`config.mk`:
```
export PLATFORM = sky130hd
export DESIGN_NAME = mmioClient
export DESIGN_NICKNAME = d
export VERILOG_FILES = /design/src/hdl/mmioPkg.sv /design/src/hdl/emifBusFsm.sv /design/src/hdl/mmioClient.sv /design/src/hdl/mmioReadMux.sv /design/src/hdl/mmioRegFile.sv
export VERILOG_INCLUDE_DIRS = /design/src /design/src/hdl
export SDC_FILE = /design/constraint.sdc
export NUM_CORES = 2
export LEC_CHECK = 0
export BUFFER_PORTS_ARGS = -buffer_cell sky130_fd_sc_hd__buf_2
export CORE_ASPECT_RATIO = 1.1
export CORE_MARGIN = 2
export CORE_UTILIZATION = 40
export DETAILED_ROUTE_END_ITERATION = 7
export HOLD_SLACK_MARGIN = 0.05
export SYNTH_ARGS = -nofsm -noshare
export SYNTH_HDL_FRONTEND = slang
export SYNTH_SLANG_ARGS = --single-unit
```
`constraint.sdc`:
```
create_clock -name shlClk -period 6.53 [get_ports shlClk]
set_input_delay 0.9795 -clock shlClk [delete_from_list [all_inputs] [get_ports shlClk]]
set_output_delay 0.9795 -clock shlClk [all_outputs]
set_load 0.005 [all_outputs]
```
`src/hdl/mmio_defines.svh`:
```
`ifndef MMIO_DEFINES_SVH
`define MMIO_DEFINES_SVH

// ------------------------------
// Bus and window geometry
// ------------------------------
`define MMIO_DW     8     // Data bus width
`define MMIO_AW     7     // Offset width, lower window only
`define MMIO_NREGS  128   // Bytes in the register window

// ------------------------------
// Register offsets
// ------------------------------

// Virtual product data
`define REG_VPD_ID         7'h00
`define REG_VPD_VER        7'h01
`define REG_VPD_REV        7'h02

// Physical interfaces
`define REG_PHY_STAT       7'h10   // Read-only status overlay
`define REG_PHY_ETH0       7'h11   // Three tuning bytes

// Layer-2 and layer-3 addressing, lowest byte first
`define REG_LY2_MAC0       7'h22   // Six bytes
`define REG_LY3_IP0        7'h34   // Four bytes

// ROLE and SMC exchange words
`define REG_FROM_ROLE0     7'h40   // Two bytes, read-only
`define REG_TO_ROLE0       7'h42   // Two bytes
`define REG_FROM_SMC0      7'h44   // Four bytes, read-only
`define REG_TO_SMC0        7'h48   // Four bytes

// Diagnostics
`define REG_DIAG_SCRATCH0  7'h70   // Four scratch bytes
`define REG_DIAG_CTRL      7'h74   // Loopback and swap enables

// Page selector held as plain storage
`define REG_PAGE_SEL       7'h7F

// ------------------------------
// Non-zero reset values
// ------------------------------
`define RST_REG_00  8'h3C   // Product ID
`define RST_REG_01  8'h01   // Version
`define RST_REG_03  8'h33

// ETH0 tuning, equalizer on, swing 4, cursors 5
`define RST_REG_11  8'h41
`define RST_REG_12  8'h05
`define RST_REG_13  8'h05

// ROLE pattern bytes above the TO_SMC word
`define RST_REG_4E  8'h13
`define RST_REG_4F  8'h37

// Scratch pattern
`define RST_REG_70  8'hDE
`define RST_REG_71  8'hAD
`define RST_REG_72  8'hBE
`define RST_REG_73  8'hEF

`endif

```
`src/hdl/mmioPkg.sv`:
```
`default_nettype none

`include "mmio_defines.svh"

package mmioPkg;

  // Whole lower window, byte 0 at the bottom
  typedef logic [`MMIO_NREGS-1:0][`MMIO_DW-1:0] regArrayT;

  // ------------------------------
  // Bus side
  // ------------------------------

  // Raw strobes from the board controller, all active low
  typedef struct packed {
    logic                csN;    // Chip select
    logic                weN;    // Write enable
    logic                adsN;   // Address strobe
    logic                oeN;    // Output enable
    logic [`MMIO_DW-1:0] addr;   // Bit 7 picks the upper window
  } busPinsT;

  // One decided access, pulses last a single cycle
  typedef struct packed {
    logic                wrEn;       // Already gated by the window flag
    logic                rdCapture;  // Load strobe for the read register
    logic                inWindow;   // Address bit 7 was clear
    logic [`MMIO_AW-1:0] offset;
    logic [`MMIO_DW-1:0] wrData;
  } regReqT;

  // ------------------------------
  // Fabric side
  // ------------------------------

  typedef struct packed {
    logic       rxEqualizerMode;
    logic [3:0] txDriverSwing;
    logic [4:0] txPreCursor;
    logic [4:0] txPostCursor;
  } eth0TuneT;

  typedef struct packed {
    logic pcsLoopbackEn;
    logic macLoopbackEn;
    logic macAddrSwapEn;
  } diagCtrlT;

  typedef struct packed {
    logic [47:0] macAddress;
    logic [31:0] ipAddress;
  } nts0CfgT;

  // Listed MSB first so mc0 lands in bit 0
  typedef struct packed {
    logic qpllLock;
    logic coreReady;
    logic mc1InitCalComplete;
    logic mc0InitCalComplete;
  } phyStatusT;

endpackage

`default_nettype wire

```
`src/hdl/emifBusFsm.sv`:
```
`timescale 1ns/1ps
`default_nettype none

`include "mmio_defines.svh"

module emifBusFsm (
  input  logic                shlClk,
  input  logic                rstN,
  input  mmioPkg::busPinsT    bus,
  input  logic [`MMIO_DW-1:0] wrData,
  output mmioPkg::regReqT     req
);

  typedef enum logic [1:0] {
    stIdle    = 2'd0,  // Waiting for an address strobe
    stAccess  = 2'd1,  // Address held, strobe expected
    stWaitRel = 2'd2,  // Pulse done, waiting for strobes high
    stAborted = 2'd3   // Chip select dropped mid-access
  } stateT;

  stateT               state;
  stateT               stateNext;
  logic [`MMIO_AW-1:0] offsetQ;      // Latched window offset
  logic                inWindowQ;    // Latched window flag
  logic                addrHit;      // Valid address phase
  logic                wrHit;
  logic                rdHit;
  logic                strobesIdle;

  // ------------------------------
  // Strobe decode
  // ------------------------------
  assign addrHit     = (state == stIdle) && !bus.adsN && !bus.csN;
  assign strobesIdle = bus.weN && bus.oeN;

  // Write wins when both strobes are low
  assign wrHit = (state == stAccess) && !bus.csN && !bus.weN;
  assign rdHit = (state == stAccess) && !bus.csN && bus.weN && !bus.oeN;

  always_comb
  begin
    stateNext = state;
    case (state)
      stIdle:    if (addrHit) stateNext = stAccess;
      stAccess:
      begin
        if (bus.csN)
          stateNext = stAborted;   // Host gave up, no pulse
        else if (wrHit || rdHit)
          stateNext = stWaitRel;
      end
      stWaitRel: if (strobesIdle) stateNext = stIdle;
      // Also wait for the address strobe before rearming
      stAborted: if (strobesIdle && bus.adsN) stateNext = stIdle;
      default:   stateNext = stIdle;
    endcase
  end

  always_ff @(posedge shlClk)
  begin
    if (!rstN)
    begin
      state     <= stIdle;
      inWindowQ <= 1'b0;
    end
    else
    begin
      state <= stateNext;
      if (addrHit)
        inWindowQ <= !bus.addr[`MMIO_AW];  // Bit 7 clear means lower window
    end
  end

  // Window offset of the current access
  always_ff @(posedge shlClk)
  begin
    if (addrHit)
      offsetQ <= bus.addr[`MMIO_AW-1:0];
  end

  // Upper-window writes never reach the register file
  assign req.wrEn      = wrHit && inWindowQ;
  assign req.rdCapture = rdHit;              // Mux zeroes upper reads
  assign req.inWindow  = inWindowQ;
  assign req.offset    = offsetQ;
  assign req.wrData    = wrData;

  // ------------------------------
  // Checks
  // ------------------------------
  aExclusive: assert property (@(posedge shlClk) disable iff (!rstN)
    !(req.wrEn && req.rdCapture))
    else $error("wrEn and rdCapture high together");

  // Exactly one pulse, followed by the release wait
  aOnePulse: assert property (@(posedge shlClk) disable iff (!rstN)
    (req.wrEn || req.rdCapture) |=> (state == stWaitRel) && !(req.wrEn || req.rdCapture))
    else $error("Second pulse or bad state after an access pulse");

endmodule

`default_nettype wire

```
`src/hdl/mmioClient.sv`:
```
`timescale 1ns/1ps
`default_nettype none

`include "mmio_defines.svh"

module mmioClient (
  // Shell clock, bus is sampled here too
  input  logic                shlClk,
  input  logic                rstN,

  // Board controller bus
  input  mmioPkg::busPinsT    bus,
  input  logic [`MMIO_DW-1:0] wrData,
  output logic [`MMIO_DW-1:0] rdData,

  // Status inputs for the read-only overlay
  input  mmioPkg::phyStatusT  phyStatus,
  input  logic [15:0]         fromRole,
  input  logic [31:0]         fromSmc,

  // Control outputs to the fabric
  output mmioPkg::eth0TuneT   eth0Tune,
  output mmioPkg::diagCtrlT   diagCtrl,
  output mmioPkg::nts0CfgT    nts0Cfg,
  output logic [15:0]         toRole,
  output logic [31:0]         toSmc
);

  // ------------------------------
  // Internal wiring
  // ------------------------------
  mmioPkg::regReqT   req;    // Decided access from the bus FSM
  mmioPkg::regArrayT regs;   // Whole window to the read mux

  // Strobes to single pulses
  emifBusFsm uBusFsm (
    .shlClk (shlClk),
    .rstN   (rstN),
    .bus    (bus),
    .wrData (wrData),
    .req    (req)
  );

  // Storage and field decode
  mmioRegFile uRegFile (
    .shlClk   (shlClk),
    .rstN     (rstN),
    .req      (req),
    .regs     (regs),
    .eth0Tune (eth0Tune),
    .diagCtrl (diagCtrl),
    .nts0Cfg  (nts0Cfg),
    .toRole   (toRole),
    .toSmc    (toSmc)
  );

  // Overlay and registered read data
  mmioReadMux uReadMux (
    .shlClk    (shlClk),
    .rstN      (rstN),
    .req       (req),
    .regs      (regs),
    .phyStatus (phyStatus),
    .fromRole  (fromRole),
    .fromSmc   (fromSmc),
    .rdData    (rdData)
  );

endmodule

`default_nettype wire

```
`src/hdl/mmioReadMux.sv`:
```
`timescale 1ns/1ps
`default_nettype none

`include "mmio_defines.svh"

module mmioReadMux (
  input  logic                shlClk,
  input  logic                rstN,
  input  mmioPkg::regReqT     req,
  input  mmioPkg::regArrayT   regs,
  input  mmioPkg::phyStatusT  phyStatus,
  input  logic [15:0]         fromRole,
  input  logic [31:0]         fromSmc,
  output logic [`MMIO_DW-1:0] rdData
);

  logic [`MMIO_DW-1:0] selByte;   // Byte at the latched offset

  // ------------------------------
  // Selection with status overlay
  // ------------------------------
  always_comb
  begin
    selByte = regs[req.offset];   // Stored byte by default
    case (req.offset)
      // Four flags in the low nibble
      `REG_PHY_STAT:               selByte = {4'b0000, phyStatus};

      // Live ROLE word, highest byte at highest offset
      `REG_FROM_ROLE0:             selByte = fromRole[7:0];
      `REG_FROM_ROLE0 + 7'd1:      selByte = fromRole[15:8];

      // Live SMC word
      `REG_FROM_SMC0:              selByte = fromSmc[7:0];
      `REG_FROM_SMC0 + 7'd1:       selByte = fromSmc[15:8];
      `REG_FROM_SMC0 + 7'd2:       selByte = fromSmc[23:16];
      `REG_FROM_SMC0 + 7'd3:       selByte = fromSmc[31:24];
      default:                     selByte = regs[req.offset];
    endcase
  end

  // ------------------------------
  // Read data register
  // ------------------------------

  // Held between captures, upper window reads as zero
  always_ff @(posedge shlClk)
  begin
    if (!rstN)
      rdData <= '0;
    else if (req.rdCapture)
      rdData <= req.inWindow ? selByte : '0;
  end

  // Only a capture or reset may move the bus data
  aHoldData: assert property (@(posedge shlClk) disable iff (!rstN)
    $past(rstN) && !$stable(rdData) |-> $past(req.rdCapture))
    else $error("rdData changed without a read capture");

endmodule

`default_nettype wire

```
`src/hdl/mmioRegFile.sv`:
```
`timescale 1ns/1ps
`default_nettype none

`include "mmio_defines.svh"

module mmioRegFile (
  input  logic              shlClk,
  input  logic              rstN,
  input  mmioPkg::regReqT   req,
  output mmioPkg::regArrayT regs,
  output mmioPkg::eth0TuneT eth0Tune,
  output mmioPkg::diagCtrlT diagCtrl,
  output mmioPkg::nts0CfgT  nts0Cfg,
  output logic [15:0]       toRole,
  output logic [31:0]       toSmc
);

  // ------------------------------
  // Reset image
  // ------------------------------
  function automatic mmioPkg::regArrayT resetImage();
    mmioPkg::regArrayT img;
    img = '0;                                   // Unlisted bytes clear

    // Product data
    img[`REG_VPD_ID]                 = `RST_REG_00;
    img[`REG_VPD_VER]                = `RST_REG_01;
    img[7'h03]                       = `RST_REG_03;

    // ETH0 tuning triplet
    img[`REG_PHY_ETH0]               = `RST_REG_11;
    img[`REG_PHY_ETH0 + 7'd1]        = `RST_REG_12;
    img[`REG_PHY_ETH0 + 7'd2]        = `RST_REG_13;

    // ROLE pattern bytes
    img[7'h4E]                       = `RST_REG_4E;
    img[7'h4F]                       = `RST_REG_4F;

    // Scratch
    img[`REG_DIAG_SCRATCH0]          = `RST_REG_70;
    img[`REG_DIAG_SCRATCH0 + 7'd1]   = `RST_REG_71;
    img[`REG_DIAG_SCRATCH0 + 7'd2]   = `RST_REG_72;
    img[`REG_DIAG_SCRATCH0 + 7'd3]   = `RST_REG_73;
    return img;
  endfunction

  localparam mmioPkg::regArrayT cResetImage = resetImage();

  // ------------------------------
  // Storage
  // ------------------------------

  // Every byte is writable, the read-only overlay lives in the mux
  always_ff @(posedge shlClk)
  begin
    if (!rstN)
      regs <= cResetImage;
    else if (req.wrEn)
      regs[req.offset] <= req.wrData;
  end

  // ------------------------------
  // Control field decode
  // ------------------------------

  // ETH0 transceiver tuning
  assign eth0Tune.rxEqualizerMode = regs[`REG_PHY_ETH0][0];
  assign eth0Tune.txDriverSwing   = regs[`REG_PHY_ETH0][7:4];
  assign eth0Tune.txPreCursor     = regs[`REG_PHY_ETH0 + 7'd1][4:0];
  assign eth0Tune.txPostCursor    = regs[`REG_PHY_ETH0 + 7'd2][4:0];

  // Loopback and swap enables, upper bits unused
  assign diagCtrl.pcsLoopbackEn = regs[`REG_DIAG_CTRL][0];
  assign diagCtrl.macLoopbackEn = regs[`REG_DIAG_CTRL][1];
  assign diagCtrl.macAddrSwapEn = regs[`REG_DIAG_CTRL][2];

  // Multi-byte words, highest offset is the MSB
  assign nts0Cfg.macAddress = regs[`REG_LY2_MAC0 + 7'd5 : `REG_LY2_MAC0];
  assign nts0Cfg.ipAddress  = regs[`REG_LY3_IP0 + 7'd3 : `REG_LY3_IP0];

  assign toRole = regs[`REG_TO_ROLE0 + 7'd1 : `REG_TO_ROLE0];  // ROLE command word
  assign toSmc  = regs[`REG_TO_SMC0 + 7'd3 : `REG_TO_SMC0];    // SMC command word

  // ------------------------------
  // Checks
  // ------------------------------

  // The bus FSM owns window gating
  aLowerOnly: assert property (@(posedge shlClk) disable iff (!rstN)
    req.wrEn |-> req.inWindow)
    else $error("Register write outside the lower window");

endmodule

`default_nettype wire

```
==> results.json <==
{
  "worst-slew-pin-transition_ns": 1.33,
  "fp.dieH_microns": 368,
  "end_kind": "register",
  "fillers": 11700,
  "netlist_top_cells_count": "sky130_fd_sc_hd__nand2_1, sky130_fd_sc_hd__dfxtp_1, sky130_fd_sc_hd__a21oi_1",
  "instance_count_of_the_mapped_netlist": 5739,
  "crit_buf_inv": 1,
  "synth-seq-cells": 1042,
  "timing.critical_path.from_type": "register",
  "power_density_nw_per_um2": 260,
  "first_global_vias": 39400,
  "initial_core_util_pct": 40.3,
  "finalHoldViolCount": 0,
  "slowest_stage_delay_on_critical_path_ns": 1.12,
  "cts_max_level": 3,
  "netlist.area_leader.share_pct": 43.0,
  "port_buffers": 227,
  "fin_worst_skew_ns": 0.0208,
  "synth_cell_type_count": 63,
  "flow.area_growth_from_synthesis_pct": 9.33,
  "post_cts_resized": 0,
  "synth_area_leader_cell": "sky130_fd_sc_hd__dfxtp_1",
  "clock_tree.root_cell": "sky130_fd_sc_hd__clkbuf_16",
  "cp-endpoint": "uRegFile.regs[885]",
  "detail_route.wl_per_cell_microns": 23.6,
  "place_hpwl_microns": 104000,
  "report.final.slew_viol_count": 0,
  "ff2ff_setup_slack_ns": 2.39,
  "post-synth-top-count-cell": "sky130_fd_sc_hd__nand2_1",
  "floorplan.die_area_sq_um": 123000,
  "drt_first_pass_iters": 6,
  "io_pins": 228,
  "final.min_clock_period_ns": 4.14,
  "worstPathMaxFanout": 24,
  "timing.max_cap.violations": 0,
  "fin_tns_setup_ns": 0,
  "post-route-drc-count": 0,
  "status": "finished clean",
  "number_of_endpoints_failing_setup_at_the_final_stage": 0,
  "grt_setup_unrepaired": "false",
  "rr_startpoint": "uBusFsm.offsetQ[3]",
  "cts_hold_buffers": 0,
  "critical_path_s_most_frequent_cell": "sky130_fd_sc_hd__nand2_1",
  "crit_family": "simple AND/OR/NAND/NOR gates",
  "drt_iter0_drc": 5369,
  "syn_avg_cell_area_sq_um": 8.40,
  "hold_path.class": "reg2reg",
  "worstPathArrival_ns": 4.69,
  "cts_tree": "yes",
  "row_count": 133,
  "worst_path_max_delay_cell": "sky130_fd_sc_hd__nor3_1",
  "timing.critical_path.cells": "buf_4 -> nand3_4 -> nor3_1 -> nand2_1 -> nand2_1 -> a21oi_1",
  "antenna_violating_nets_post_route": 0,
  "preCtsSetupSlack_ns": 2.57,
  "ys.flop_type": "sky130_fd_sc_hd__dfxtp_1",
  "die_width_microns": 335,
  "latest_clock_arrival_within_the_worst_skew_pair_ns": 0.70,
  "final.setup.worst_slack_ns": 2.39,
  "cts-buffers-inserted": 111,
  "fin_hold_ws_ns": 0.450,
  "reg2reg_to": "uRegFile.regs[885]",
  "maximum_clock_frequency_mhz": 242,
  "detail_route.vias_per_cell": 5.93,
  "criticalPathCategory": "reg2reg",
  "worst-path-stages": 6,
  "yosys_warnings": 0,
  "wp_data_required_ns": 7.08,
  "syn-num-nets": 5813,
  "grt-ovfl-total": 0,
  "final_nets": 5563,
  "leakage_nw": 17.8,
  "synth_seq_area_share_pct": 43.4,
  "cts_setup_buffers": 0,
  "via_count": 42300,
  "route.final.wire_length_microns": 169000,
  "share_of_post_route_cells_with_drive_strength_above_1_pct": 14.1,
  "grt_pass1_wl_microns": 253000,
  "postSynth.asyncResetShare_pct": 0,
  "core_region_sq_um": 120000,
  "clk_transition_reported_paths_ns": 0.06,
  "synth-edff-count": 7,
  "ir_drop_uv": 241,
  "synth.top_cells.by_area": "sky130_fd_sc_hd__dfxtp_1, sky130_fd_sc_hd__nand2_1, sky130_fd_sc_hd__a21oi_1",
  "reg2reg_depth": 6,
  "mappedNetlistArea_sq_um": 48200,
  "cts_sinks": 1042,
  "grt_antenna_before_repair": 6,
  "slew-limit-headroom_pct": 10.8,
  "grt_util_all_layers_pct": 26.3,
  "worst_setup_path_startpoint": "uBusFsm.offsetQ[3]",
  "timing.final.crit_share_pct": 63.4,
  "max-clock-path-buffers": 3,
  "grt_max_degree": 218,
  "gp_routability_congestion": 0.878
}
-- worst min path at each step --
stage / end / startpoint / slack (ns) / cells after the start
after floorplan: uRegFile.regs[864] / uRegFile.regs[864] / 0.43 / 2
after global placement: uRegFile.regs[376] / uRegFile.regs[376] / 0.43 / 2
after detailed placement: uRegFile.regs[877] / uRegFile.regs[877] / 0.44 / 2
after CTS: uBusFsm.offsetQ[4] / bus[4] / 0.41 / 1
after global routing: uBusFsm.offsetQ[3] / bus[3] / 0.43 / 1
final: uRegFile.regs[877] / uRegFile.regs[877] / 0.45 / 2
-- worst min-delay path, cell delays in order (launching register included) --
cell and delay [ns]:
sky130_fd_sc_hd__dfxtp_1 0.30, sky130_fd_sc_hd__nand2_1 0.05, sky130_fd_sc_hd__a21oi_1 0.05
-- report_power, final --
group / total [mW] / internal [mW] / switching [mW] / leakage [nW]
clock network: 6.59 / 3.86 / 2.73 / 1.84
registers: 6.38 / 6.37 / 0.00976 / 8.40
logic: 0.768 / 0.176 / 0.592 / 7.55
total: 13.7 / 10.4 / 3.33 / 17.8
-- metal layers --
metal,up-vias,GRT usage (%),wire (microns)
li1,19400,-,-
met1,20600,36.8,72200
met2,1977,40.7,75800
met3,325,4.53,14700
met4,6,9.18,5810
met5,-,0,36
-- placed cells by master (no fill, tap or decap), types with 112 or more instances in the layout --
| cell type | count |
|---|---|
| sky130_fd_sc_hd__buf_2 | 219 |
| sky130_fd_sc_hd__nand2_1 | 1217 |
| sky130_fd_sc_hd__a21oi_1 | 916 |
| sky130_fd_sc_hd__nand3_1 | 470 |
| sky130_fd_sc_hd__mux2i_1 | 320 |
| sky130_fd_sc_hd__mux4_2 | 159 |
| sky130_fd_sc_hd__dfxtp_1 | 1035 |
| sky130_fd_sc_hd__o21ai_0 | 428 |
| sky130_fd_sc_hd__nor2_1 | 130 |
| sky130_fd_sc_hd__clkbuf_16 | 112 |
-- kinds of logic after synthesis --
group                  Yosys count  synth area share [%]
multiplexers                   515                  14.9
buffers and inverters          690                  7.06
AND/OR/NAND/NOR               1966                  17.8
flip-flops                    1042                  43.4
AO/OA/AOI/OAI                 1526                  16.9
-- through the flow --
| step | utilization [%] | instance area, sq um | cells | power (mW) |
|---|---|---|---|---|
| floorplan | - | 48200 | 5739 | 6.98 |
| global placement | 40.9 | 48900 | 6928 | 7.27 |
| detailed placement | 40.9 | 48900 | 6928 | 7.27 |
| CTS | 44.1 | 52700 | 7133 | 13.8 |
| global route | 44.1 | 52700 | 7133 | 14.1 |
| finish | 44.1 | 52700 | 7134 | 13.7 |
-- sequential cells by signal (all words and copies together), names as in the netlist --
register           flops
uBusFsm.inWindowQ      1
uBusFsm.offsetQ        7
uBusFsm.state          2
uReadMux.rdData        8
uRegFile.diagCtrl      3
uRegFile.eth0Tune     15
uRegFile.nts0Cfg      80
uRegFile.regs        926
-- layout make-up --
| type | count | area [sq um] | area share, % |
|---|---|---|---|
| Tap cell | 1552 | 1940 | 3.68 |
| Inverter | 5 | 26.3 | 0.0498 |
| Multi-Input combinational cell | 4007 | 24000 | 45.6 |
| Sequential cell | 1042 | 20900 | 39.7 |
| Timing Repair Buffer | 322 | 2010 | 3.82 |
| Clock inverter | 43 | 547 | 1.04 |
| Clock buffer | 162 | 3230 | 6.13 |
| Antenna cell | 1 | 2.50 | 0.00475 |
Power figures use the tool's default switching activity.
